### config.mk
export PLATFORM = sky130hd
export DESIGN_NAME = f8_cpu
export DESIGN_NICKNAME = d
export VERILOG_FILES = /design/src/f8_pkg.sv /design/src/f8_addsub.sv /design/src/f8_alu16.sv /design/src/f8_alu8.sv /design/src/f8_cpu.sv /design/src/f8_execute.sv /design/src/f8_fetch.sv
export VERILOG_INCLUDE_DIRS = /design/src
export SDC_FILE = /design/constraint.sdc
export NUM_CORES = 1
export LEC_CHECK = 0
export BUFFER_PORTS_ARGS = -buffer_cell sky130_fd_sc_hd__buf_2
export CAP_MARGIN = 25
export CORE_MARGIN = 3
export CORE_UTILIZATION = 55
export DETAILED_ROUTE_END_ITERATION = 10
export MAX_ROUTING_LAYER = met4
export PLACE_DENSITY = 0.77
export SYNTH_ARGS = -nofsm -noshare
export SYNTH_HDL_FRONTEND = slang
export SYNTH_SLANG_ARGS = --single-unit
### constraint.sdc
create_clock -name clk -period 7.35 [get_ports clk]
set_input_delay 0.735 -clock clk [delete_from_list [all_inputs] [get_ports clk]]
set_output_delay 0.735 -clock clk [all_outputs]
set_load 0.005 [all_outputs]
### src/f8_cfg.svh
`ifndef F8_CFG_SVH
`define F8_CFG_SVH

// pc loaded by reset
`define F8_RESET_PC 16'h4000

// byte address width
`define F8_ADDR_W 16

// word index width of one byte bank
`define F8_BANK_W 15

`endif

### src/f8_pkg.sv
`include "f8_cfg.svh"

package f8_pkg;

	typedef logic [7:0] byte_t;
	typedef logic [15:0] word_t;
	typedef logic [`F8_BANK_W-1:0] bank_addr_t;

	typedef enum logic [7:0]
	{
		OP_NOP = 8'h00,
		OP_TRAP = 8'h01,
		OP_LD_XL_IMMD = 8'h10,
		OP_ADD_XL_IMMD = 8'h11,
		OP_SUB_XL_IMMD = 8'h12,
		OP_ADC_XL_IMMD = 8'h13,
		OP_SBC_XL_IMMD = 8'h14,
		OP_AND_XL_IMMD = 8'h15,
		OP_OR_XL_IMMD = 8'h16,
		OP_XOR_XL_IMMD = 8'h17,
		OP_INC_XL = 8'h18,
		OP_DEC_XL = 8'h19,
		OP_LDW_Y_IMMD = 8'h20,
		OP_ADDW_Y_IMMD = 8'h21,
		OP_SUBW_Y_IMMD = 8'h22,
		OP_INCW_Y = 8'h23,
		OP_LD_DIR_XL = 8'h30,
		OP_LDW_DIR_Y = 8'h31,
		OP_LDW_SP_Y = 8'h40,
		OP_PUSHW_Y = 8'h41,
		OP_POPW_Y = 8'h42,
		OP_JR_D = 8'h50,
		OP_JRZ_D = 8'h51,
		OP_JRNZ_D = 8'h52,
		OP_JRC_D = 8'h53
	} opcode_t;

	typedef struct packed
	{
		logic o;
		logic z;
		logic n;
		logic c;
		logic h;
	} flags_t;

	typedef struct packed
	{
		word_t x;
		word_t y;
		word_t sp;
		flags_t f;
	} regs_t;

	// b1 follows the opcode, b2 follows b1
	typedef struct packed
	{
		opcode_t opcode;
		byte_t b1;
		byte_t b2;
	} inst_t;

	typedef struct packed
	{
		byte_t result;
		flags_t f;
	} alu8_res_t;

	typedef struct packed
	{
		word_t result;
		flags_t f;
	} alu16_res_t;

	typedef struct packed
	{
		bank_addr_t addr;
		byte_t data;
		logic en;
	} bank_wr_t;

	function automatic logic [1:0] inst_size(opcode_t opcode);
		case (opcode)
			OP_LDW_Y_IMMD, OP_ADDW_Y_IMMD, OP_SUBW_Y_IMMD, OP_LD_DIR_XL, OP_LDW_DIR_Y:
				return 2'd3;
			OP_LD_XL_IMMD, OP_ADD_XL_IMMD, OP_SUB_XL_IMMD, OP_ADC_XL_IMMD,
			OP_SBC_XL_IMMD, OP_AND_XL_IMMD, OP_OR_XL_IMMD, OP_XOR_XL_IMMD,
			OP_JR_D, OP_JRZ_D, OP_JRNZ_D, OP_JRC_D:
				return 2'd2;
			default:
				return 2'd1;
		endcase
	endfunction

	function automatic logic is_three_byte(opcode_t opcode);
		return inst_size(opcode) == 2'd3;
	endfunction

endpackage

### src/f8_addsub.sv
`timescale 1ns/1ns

module f8_addsub
#(
	parameter type data_t = logic [7:0]
)
(
	input data_t a,
	input data_t b,
	input logic cin,
	output data_t sum,
	output logic cout,
	output logic ovf,
	output logic half
);
	localparam int W = $bits(data_t);

	logic [W:0] full;
	logic [4:0] nibble;

	assign full = {1'b0, a} + {1'b0, b} + {{W{1'b0}}, cin};
	assign sum = full[W-1:0];
	assign cout = full[W];
	// operands agree in sign but the sum does not
	assign ovf = (a[W-1] == b[W-1]) && (sum[W-1] != a[W-1]);
	assign nibble = {1'b0, a[3:0]} + {1'b0, b[3:0]} + {4'b0000, cin};
	assign half = nibble[4];
endmodule

### src/f8_alu16.sv
`timescale 1ns/1ns

module f8_alu16
(
	input f8_pkg::inst_t inst,
	input f8_pkg::regs_t regs,
	output f8_pkg::alu16_res_t res
);
	f8_pkg::word_t imm;
	f8_pkg::word_t op;
	f8_pkg::word_t sum;
	logic cin;
	logic cout;
	logic ovf;

	assign imm = {inst.b2, inst.b1};

	always_comb
	begin
		op = imm;
		cin = 1'b0;
		case (inst.opcode)
			f8_pkg::OP_SUBW_Y_IMMD:
			begin
				op = ~imm;
				cin = 1'b1;
			end
			f8_pkg::OP_INCW_Y:
				op = 16'h0001;
			default:
			begin
			end
		endcase
	end

	f8_addsub #(.data_t(f8_pkg::word_t)) add_i
	(
		.a(regs.y),
		.b(op),
		.cin(cin),
		.sum(sum),
		.cout(cout),
		.ovf(ovf),
		.half()
	);

	// word ops leave h alone
	assign res.result = sum;
	assign res.f = '{o: ovf, z: (sum == 16'h0000), n: sum[15], c: cout, h: regs.f.h};
endmodule

### src/f8_alu8.sv
`timescale 1ns/1ns

module f8_alu8
(
	input f8_pkg::inst_t inst,
	input f8_pkg::regs_t regs,
	output f8_pkg::alu8_res_t res
);
	f8_pkg::byte_t op;
	f8_pkg::byte_t sum;
	logic cin;
	logic cout;
	logic ovf;
	logic half;

	// subtract as add of the inverted operand
	always_comb
	begin
		op = inst.b1;
		cin = 1'b0;
		case (inst.opcode)
			f8_pkg::OP_ADC_XL_IMMD:
				cin = regs.f.c;
			f8_pkg::OP_SUB_XL_IMMD:
			begin
				op = ~inst.b1;
				cin = 1'b1;
			end
			f8_pkg::OP_SBC_XL_IMMD:
			begin
				op = ~inst.b1;
				cin = regs.f.c;
			end
			f8_pkg::OP_INC_XL:
				op = 8'h01;
			f8_pkg::OP_DEC_XL:
			begin
				op = 8'hfe;
				cin = 1'b1;
			end
			default:
			begin
			end
		endcase
	end

	f8_addsub #(.data_t(f8_pkg::byte_t)) add_i
	(
		.a(regs.x[7:0]),
		.b(op),
		.cin(cin),
		.sum(sum),
		.cout(cout),
		.ovf(ovf),
		.half(half)
	);

	always_comb
	begin
		res.f = regs.f;
		case (inst.opcode)
			f8_pkg::OP_AND_XL_IMMD:
				res.result = regs.x[7:0] & inst.b1;
			f8_pkg::OP_OR_XL_IMMD:
				res.result = regs.x[7:0] | inst.b1;
			f8_pkg::OP_XOR_XL_IMMD:
				res.result = regs.x[7:0] ^ inst.b1;
			default:
			begin
				res.result = sum;
				res.f.o = ovf;
				res.f.c = cout;
				res.f.h = half;
			end
		endcase
		res.f.z = (res.result == 8'h00);
		res.f.n = res.result[7];
	end
endmodule

### src/f8_cpu.sv
`timescale 1ns/1ns

module f8_cpu
(
	input logic clk,
	input logic reset,
	input f8_pkg::byte_t rd_data_even,
	input f8_pkg::byte_t rd_data_odd,
	output f8_pkg::bank_addr_t rd_addr_even,
	output f8_pkg::bank_addr_t rd_addr_odd,
	output f8_pkg::bank_wr_t wr_even,
	output f8_pkg::bank_wr_t wr_odd,
	output logic trap
);
	f8_pkg::inst_t inst;
	logic exec;
	f8_pkg::word_t memop;
	f8_pkg::regs_t regs;
	f8_pkg::alu8_res_t alu8_res;
	f8_pkg::alu16_res_t alu16_res;

	f8_fetch fetch_i
	(
		.clk(clk),
		.reset(reset),
		.regs(regs),
		.rd_data_even(rd_data_even),
		.rd_data_odd(rd_data_odd),
		.rd_addr_even(rd_addr_even),
		.rd_addr_odd(rd_addr_odd),
		.inst(inst),
		.exec(exec),
		.memop(memop),
		.trap(trap)
	);

	// both ALUs see every instruction, execute picks the result
	f8_alu8 alu8_i
	(
		.inst(inst),
		.regs(regs),
		.res(alu8_res)
	);

	f8_alu16 alu16_i
	(
		.inst(inst),
		.regs(regs),
		.res(alu16_res)
	);

	f8_execute execute_i
	(
		.clk(clk),
		.reset(reset),
		.inst(inst),
		.exec(exec),
		.memop(memop),
		.alu8(alu8_res),
		.alu16(alu16_res),
		.regs(regs),
		.wr_even(wr_even),
		.wr_odd(wr_odd)
	);
endmodule

### src/f8_execute.sv
`timescale 1ns/1ns

`include "f8_cfg.svh"

module f8_execute
(
	input logic clk,
	input logic reset,
	input f8_pkg::inst_t inst,
	input logic exec,
	input f8_pkg::word_t memop,
	input f8_pkg::alu8_res_t alu8,
	input f8_pkg::alu16_res_t alu16,
	output f8_pkg::regs_t regs,
	output f8_pkg::bank_wr_t wr_even,
	output f8_pkg::bank_wr_t wr_odd
);
	f8_pkg::word_t imm16;
	f8_pkg::word_t x_data;
	logic [1:0] x_we;
	f8_pkg::word_t y_data;
	logic [1:0] y_we;
	f8_pkg::word_t next_sp;
	f8_pkg::flags_t next_f;
	logic [`F8_ADDR_W-1:0] wr_addr;
	f8_pkg::bank_addr_t wr_index;
	f8_pkg::word_t wr_data;
	logic [1:0] wr_en;

	assign imm16 = {inst.b2, inst.b1};

	always_comb
	begin
		x_data = {alu8.result, alu8.result};
		x_we = 2'b00;
		y_data = alu16.result;
		y_we = 2'b00;
		next_sp = regs.sp;
		next_f = regs.f;
		wr_addr = imm16;
		wr_data = regs.y;
		wr_en = 2'b00;
		case (inst.opcode)
			f8_pkg::OP_LD_XL_IMMD:
			begin
				x_data = {inst.b1, inst.b1};
				x_we = 2'b01;
			end
			f8_pkg::OP_ADD_XL_IMMD, f8_pkg::OP_SUB_XL_IMMD, f8_pkg::OP_ADC_XL_IMMD,
			f8_pkg::OP_SBC_XL_IMMD, f8_pkg::OP_AND_XL_IMMD, f8_pkg::OP_OR_XL_IMMD,
			f8_pkg::OP_XOR_XL_IMMD, f8_pkg::OP_INC_XL, f8_pkg::OP_DEC_XL:
			begin
				x_we = 2'b01;
				next_f = alu8.f;
			end
			f8_pkg::OP_LDW_Y_IMMD:
			begin
				y_data = imm16;
				y_we = 2'b11;
				next_f.z = (imm16 == 16'h0000);
				next_f.n = imm16[15];
			end
			f8_pkg::OP_ADDW_Y_IMMD, f8_pkg::OP_SUBW_Y_IMMD, f8_pkg::OP_INCW_Y:
			begin
				y_we = 2'b11;
				next_f = alu16.f;
			end
			f8_pkg::OP_LD_DIR_XL:
			begin
				wr_data = {8'h00, regs.x[7:0]};
				wr_en = 2'b01;
			end
			f8_pkg::OP_LDW_DIR_Y:
				wr_en = 2'b11;
			f8_pkg::OP_LDW_SP_Y:
				next_sp = regs.y;
			f8_pkg::OP_PUSHW_Y:
			begin
				wr_addr = regs.sp - 16'd2;
				wr_en = 2'b11;
				next_sp = regs.sp - 16'd2;
			end
			f8_pkg::OP_POPW_Y:
			begin
				y_data = memop;
				y_we = 2'b11;
				next_sp = regs.sp + 16'd2;
			end
			default:
			begin
			end
		endcase
	end

	always_ff @(posedge clk)
	begin
		if (exec && x_we[0])
			regs.x[7:0] <= x_data[7:0];
		if (exec && x_we[1])
			regs.x[15:8] <= x_data[15:8];
		if (exec && y_we[0])
			regs.y[7:0] <= y_data[7:0];
		if (exec && y_we[1])
			regs.y[15:8] <= y_data[15:8];
		if (reset)
		begin
			regs.sp <= 16'h0000;
			regs.f <= '0;
		end
		else if (exec)
		begin
			regs.sp <= next_sp;
			regs.f <= next_f;
		end
	end

	// low byte goes to the bank of the address, high byte to the other one
	assign wr_index = wr_addr[`F8_ADDR_W-1:1];

	always_comb
	begin
		wr_odd.addr = wr_index;
		wr_even.addr = wr_addr[0] ? wr_index + 1'b1 : wr_index;
		if (wr_addr[0])
		begin
			wr_odd.data = wr_data[7:0];
			wr_odd.en = exec && wr_en[0];
			wr_even.data = wr_data[15:8];
			wr_even.en = exec && wr_en[1];
		end
		else
		begin
			wr_even.data = wr_data[7:0];
			wr_even.en = exec && wr_en[0];
			wr_odd.data = wr_data[15:8];
			wr_odd.en = exec && wr_en[1];
		end
	end
endmodule

### src/f8_fetch.sv
`timescale 1ns/1ns

`include "f8_cfg.svh"

module f8_fetch
(
	input logic clk,
	input logic reset,
	input f8_pkg::regs_t regs,
	input f8_pkg::byte_t rd_data_even,
	input f8_pkg::byte_t rd_data_odd,
	output f8_pkg::bank_addr_t rd_addr_even,
	output f8_pkg::bank_addr_t rd_addr_odd,
	output f8_pkg::inst_t inst,
	output logic exec,
	output f8_pkg::word_t memop,
	output logic trap
);
	f8_pkg::word_t pc;
	f8_pkg::word_t next_pc;
	f8_pkg::inst_t inst_q;
	logic upper;
	logic operand;
	logic first;
	logic more;
	logic taken;
	f8_pkg::byte_t lo_byte;
	f8_pkg::byte_t hi_byte;
	logic [`F8_ADDR_W-1:0] rd_addr;
	f8_pkg::bank_addr_t rd_index;

	// byte at pc (pc+2 in the upper phase) and the byte after it
	assign lo_byte = pc[0] ? rd_data_odd : rd_data_even;
	assign hi_byte = pc[0] ? rd_data_even : rd_data_odd;
	assign first = !upper && !operand;

	always_comb
	begin
		if (upper)
			inst = '{opcode: inst_q.opcode, b1: inst_q.b1, b2: lo_byte};
		else if (operand)
			inst = inst_q;
		else
			inst = '{opcode: f8_pkg::opcode_t'(lo_byte), b1: hi_byte, b2: 8'h00};
	end

	// popped word, low byte at sp
	assign memop = regs.sp[0] ? {rd_data_even, rd_data_odd} : {rd_data_odd, rd_data_even};

	assign more = first && (f8_pkg::is_three_byte(inst.opcode) || inst.opcode == f8_pkg::OP_POPW_Y);
	assign trap = !reset && first && inst.opcode == f8_pkg::OP_TRAP;
	assign exec = !reset && !trap && !more;

	always_comb
	begin
		case (inst.opcode)
			f8_pkg::OP_JR_D:
				taken = 1'b1;
			f8_pkg::OP_JRZ_D:
				taken = regs.f.z;
			f8_pkg::OP_JRNZ_D:
				taken = !regs.f.z;
			f8_pkg::OP_JRC_D:
				taken = regs.f.c;
			default:
				taken = 1'b0;
		endcase
	end

	always_comb
	begin
		if (reset)
			next_pc = `F8_RESET_PC;
		else if (!exec)
			next_pc = pc;
		else if (taken)
			next_pc = pc + {{8{inst.b1[7]}}, inst.b1};
		else
			next_pc = pc + {14'd0, f8_pkg::inst_size(inst.opcode)};
		if (reset)
			rd_addr = `F8_RESET_PC;
		else if (more && inst.opcode == f8_pkg::OP_POPW_Y)
			rd_addr = regs.sp;
		else if (more)
			rd_addr = pc + 16'd2;
		else
			rd_addr = next_pc;
	end

	// odd address puts the second byte in the next even word
	assign rd_index = rd_addr[`F8_ADDR_W-1:1];
	assign rd_addr_odd = rd_index;
	assign rd_addr_even = rd_addr[0] ? rd_index + 1'b1 : rd_index;

	always_ff @(posedge clk)
	begin
		if (reset)
		begin
			pc <= `F8_RESET_PC;
			upper <= 1'b0;
			operand <= 1'b0;
		end
		else
		begin
			pc <= next_pc;
			upper <= more && f8_pkg::is_three_byte(inst.opcode);
			operand <= more && inst.opcode == f8_pkg::OP_POPW_Y;
		end
	end

	always_ff @(posedge clk)
	begin
		if (first)
			inst_q <= inst;
	end
endmodule

==> impl_metrics.env <==
export IMPL_synth_avg_cell_area_um2=7.94
export IMPL_relSlewSlack_pct=30.8
export IMPL_numCtsBuffers=9
export IMPL_synth_cell_types=86
export IMPL_crit_path_end_kind="primary output"
export IMPL_status="complete, no violations"
export IMPL_grt_overflow=0
export IMPL_port_buffers=96
export IMPL_max_freq_ghz=0.147
export IMPL_die_height_um=137
export IMPL_post_route_period_util_pct=92.8
export IMPL_num_rows=47
export IMPL_finalMaxSlewViolations=0
export IMPL_clk_latency_ns=0.35
export IMPL_drive_gt1_share_pct=16.3
export IMPL_ys_async_sr_fraction_pct=0
export IMPL_start_util_pct=56.3
export IMPL_crit_family="simple AND/OR/NAND/NOR gates"
export IMPL_drv_cap=0
export IMPL_cp_buffers_inverters=6
export IMPL_pwr_density_cell_mw_per_mm2=162
export IMPL_critical_path_class="reg2out"
export IMPL_critPathLaunchType="register"
export IMPL_remaining_drc_errors=0
export IMPL_via_per_inst=6.70
export IMPL_grt_pass1_vias=8752
export IMPL_rsz0062_at_grt="no"
export IMPL_nFillCells=1473
export IMPL_fp_dieArea_mm2=0.0186
export IMPL_yosys_warnings=0
export IMPL_routabilityCongestion=1.01
export IMPL_antenna_found_initial=0
export IMPL_io_pins=97
export IMPL_finish_utilization_pct=63.2
export IMPL_path_cells="or2_1, clkinv_8, mux2i_4, inv_2, nor4_1, nand4_1, buf_4, buf_4, o21ai_0, ha_1, inv_1, fa_1, nor2b_1, o2111ai_1, a31oi_1, o31a_1, or3_1, nand4_1, a32o_1, nor4_4, nand4_1, xnor2_1, buf_2"
export IMPL_drt_iter0_markers=1349
export IMPL_finalSetupViolCount=0
export IMPL_synth_net_count=1261
export IMPL_cpPeakStageDelay_ns=0.57
export IMPL_ys_seq_area_share_pct=23.1
export IMPL_p_leak_nw=4.23
export IMPL_cts_tree="built"
export IMPL_cts_root_buf="clkbuf_16"
export IMPL_cpMostUsedCell="nand4_1"
export IMPL_tns_ns=0
export IMPL_area_growth_pct=12.2
export IMPL_cp_required_ns=6.61
export IMPL_irDropWorstVdd_mv=0.126
export IMPL_hold_violations=0
export IMPL_crit_arrival_ns=6.09
export IMPL_ys_seq_elements=84
export IMPL_synth_edf_count=48
export IMPL_wl_per_cell_um=21.9
export IMPL_clock_path_buffers=2
export IMPL_min_period_ns=6.82
export IMPL_path_clk_slew_ns=0.07
export IMPL_crit_fanout=50
export IMPL_hp_class="reg2reg"
export IMPL_die_w_um=137
export IMPL_netlist_instances=1180
export IMPL_route_vias_total=9910
export IMPL_antenna_left=0
export IMPL_ys_flop_type="edfxtp_1"
export IMPL_antennaDiodeCount=0
export IMPL_cp_slowest_cell="dfxtp_1"
export IMPL_skew_ns=0.00753
export IMPL_htree_num_levels=3
export IMPL_synthesis_area_mm2=0.00937
export IMPL_grt_usage_pct=35.1
export IMPL_clock_sinks=84
export IMPL_nNetsFinal=1335
export IMPL_grt_pass1_wl_mm=49.6
export IMPL_wirelength_mm=32.4
export IMPL_worst_pin_slew_ns=1.03
export IMPL_dp_hpwl_mm=24.1
export IMPL_hold_buffers=0
export IMPL_dr_pass1_iters=6
export IMPL_core_area_mm2=0.0166
export IMPL_grt_max_degree=51
-- placed cells by master (no fill, tap or decap), types with 32 or more instances in the layout --
cell type	n
edfxtp_1	48
dfxtp_1	35
a21oi_1	81
xnor2_1	57
nor2_1	120
inv_1	43
mux2i_1	58
o21ai_0	82
buf_2	96
nand3_1	33
ha_1	58
buf_4	32
nand2_1	122
nor3_1	32
-- layer usage --
metal  wire [um]  global-route usage [%]  vias up
met3        3310                    5.77      125
met5           0                       -        -
met4        1600                    17.7        0
met2       14100                    50.6      619
met1       13400                    47.5     4613
li1            -                       -     4553
-- worst reg2reg max path, stage by stage, from the launching register on --
cell	delay, ns
dfxtp_1	0.57
or2_1	0.30
clkinv_8	0.28
mux2i_4	0.35
inv_2	0.14
nor4_4	0.63
nand2_1	0.26
nor2_1	0.14
buf_4	0.26
o21ai_0	0.16
fa_1	0.42
fa_1	0.42
nor2b_1	0.14
o21a_1	0.17
o21a_1	0.13
nor2_1	0.06
nor4b_1	0.43
o221ai_1	0.25
nor4_1	0.21
o2111ai_1	0.21
or4_1	0.54
a221oi_1	0.30
-- area by class of cell --
cell class	count	area [um^2]	share of cell area, %
Clock inverter	7	139	1.32
Timing Repair Buffer	130	759	7.22
Sequential cell	84	2160	20.6
Tap cell	220	275	2.62
Clock buffer	9	225	2.14
Multi-Input combinational cell	977	6740	64.1
Inverter	52	213	2.02
-- kinds of logic (layout without fill, tap and decap cells) --
| logic type | Yosys count | in the layout | synth area share [%] |
|---|---|---|---|
| compound gates | 354 | 354 | 25.6 |
| xor+xnor | 77 | 77 | 7.20 |
| fa+ha+maj | 63 | 63 | 8.81 |
| buf+inv | 119 | 198 | 5.29 |
| flops | 84 | 84 | 23.1 |
| mux | 78 | 78 | 9.47 |
| simple gates | 405 | 405 | 20.5 |
-- through the flow --
stage / std cells / power [mW] / worst slack, ns / area (um^2) / hold slack [ns]
final: 1479 / 1.71 / 0.530 / 10500 / 0.511
after global routing: 1479 / 1.77 / 0.129 / 10500 / 0.546
after CTS: 1473 / 1.69 / 0.361 / 10400 / 0.511
after detailed placement: 1457 / 1.12 / 0.778 / 10100 / 0.503
after global placement: 1457 / 1.11 / 0.872 / 10100 / 0.496
after floorplan: 1180 / 0.944 / 1.42 / 9370 / 0.475
-- state kept, by name, indices dropped and copies added, names as in the netlist --
signal / cells
execute_i.regs: 42
fetch_i.upper: 1
fetch_i.inst_q: 24
fetch_i.operand: 1
fetch_i.pc: 16
-- cell usage after synthesis (all sizes together), types with 4 or more instances --
| master | count | share of area [%] |
|---|---|---|
| nand2 | 124 | 5.1 |
| nor2 | 123 | 5.0 |
| o21ai | 85 | 4.5 |
| a21oi | 82 | 4.4 |
| mux2i | 65 | 7.7 |
| ha | 58 | 7.7 |
| xnor2 | 57 | 5.3 |
| inv | 52 | 2.2 |
| edfxtp | 48 | 15 |
| clkbuf | 47 | 1.9 |
| dfxtp | 36 | 7.7 |
| nor3 | 36 | 1.9 |
| nand3 | 34 | 1.9 |
| a211oi | 22 | 1.9 |
| buf | 20 | 1.2 |
| nand4 | 20 | 1.4 |
| xor2 | 20 | 1.9 |
| o22ai | 16 | 1.1 |
| a221o | 14 | 1.5 |
| nor4 | 14 | 1.3 |
| o21a | 14 | 1.1 |
| mux2 | 13 | 1.7 |
| and3 | 12 | 0.80 |
| a22o | 11 | 1.0 |
| a21o | 10 | 0.80 |
| a221oi | 10 | 0.93 |
| a22oi | 10 | 0.80 |
| o211ai | 10 | 0.80 |
| or3 | 10 | 0.67 |
| a31oi | 8 | 0.53 |
| nor2b | 8 | 0.53 |
| o221ai | 8 | 0.75 |
| a21boi | 7 | 0.68 |
| a32oi | 6 | 0.56 |
| a311oi | 5 | 0.47 |
| fa | 5 | 1.1 |
| o2111ai | 5 | 0.47 |
| a2111oi | 4 | 0.64 |
| a31o | 4 | 0.37 |
| o21bai | 4 | 0.32 |
-- final timing paths --
check / startpoint / end / slack (ns) / cells after the start
max: fetch_i.upper / rd_addr_even[14] / 0.53 / 23
min: execute_i.regs[3] / execute_i.regs[3] / 0.51 / 2
max reg2reg: fetch_i.upper / execute_i.regs[3] / 0.89 / 21
min reg2reg: execute_i.regs[3] / execute_i.regs[3] / 0.51 / 2
-- what timing repair did --
| action | CTS | global route |
|---|---|---|
| buffers inserted | 0 | 4 |
| endpoints found under the setup margin | 0 | 6 |
| resized for setup | 0 | 4 |
-- power breakdown --
part	internal (mW)	leakage [nW]	switching, mW
Clock	0.366	0.176	0.209
Sequential	0.529	0.774	0.0241
Combinational	0.221	3.28	0.357
Note: power is estimated with default switching activity, not from simulation.
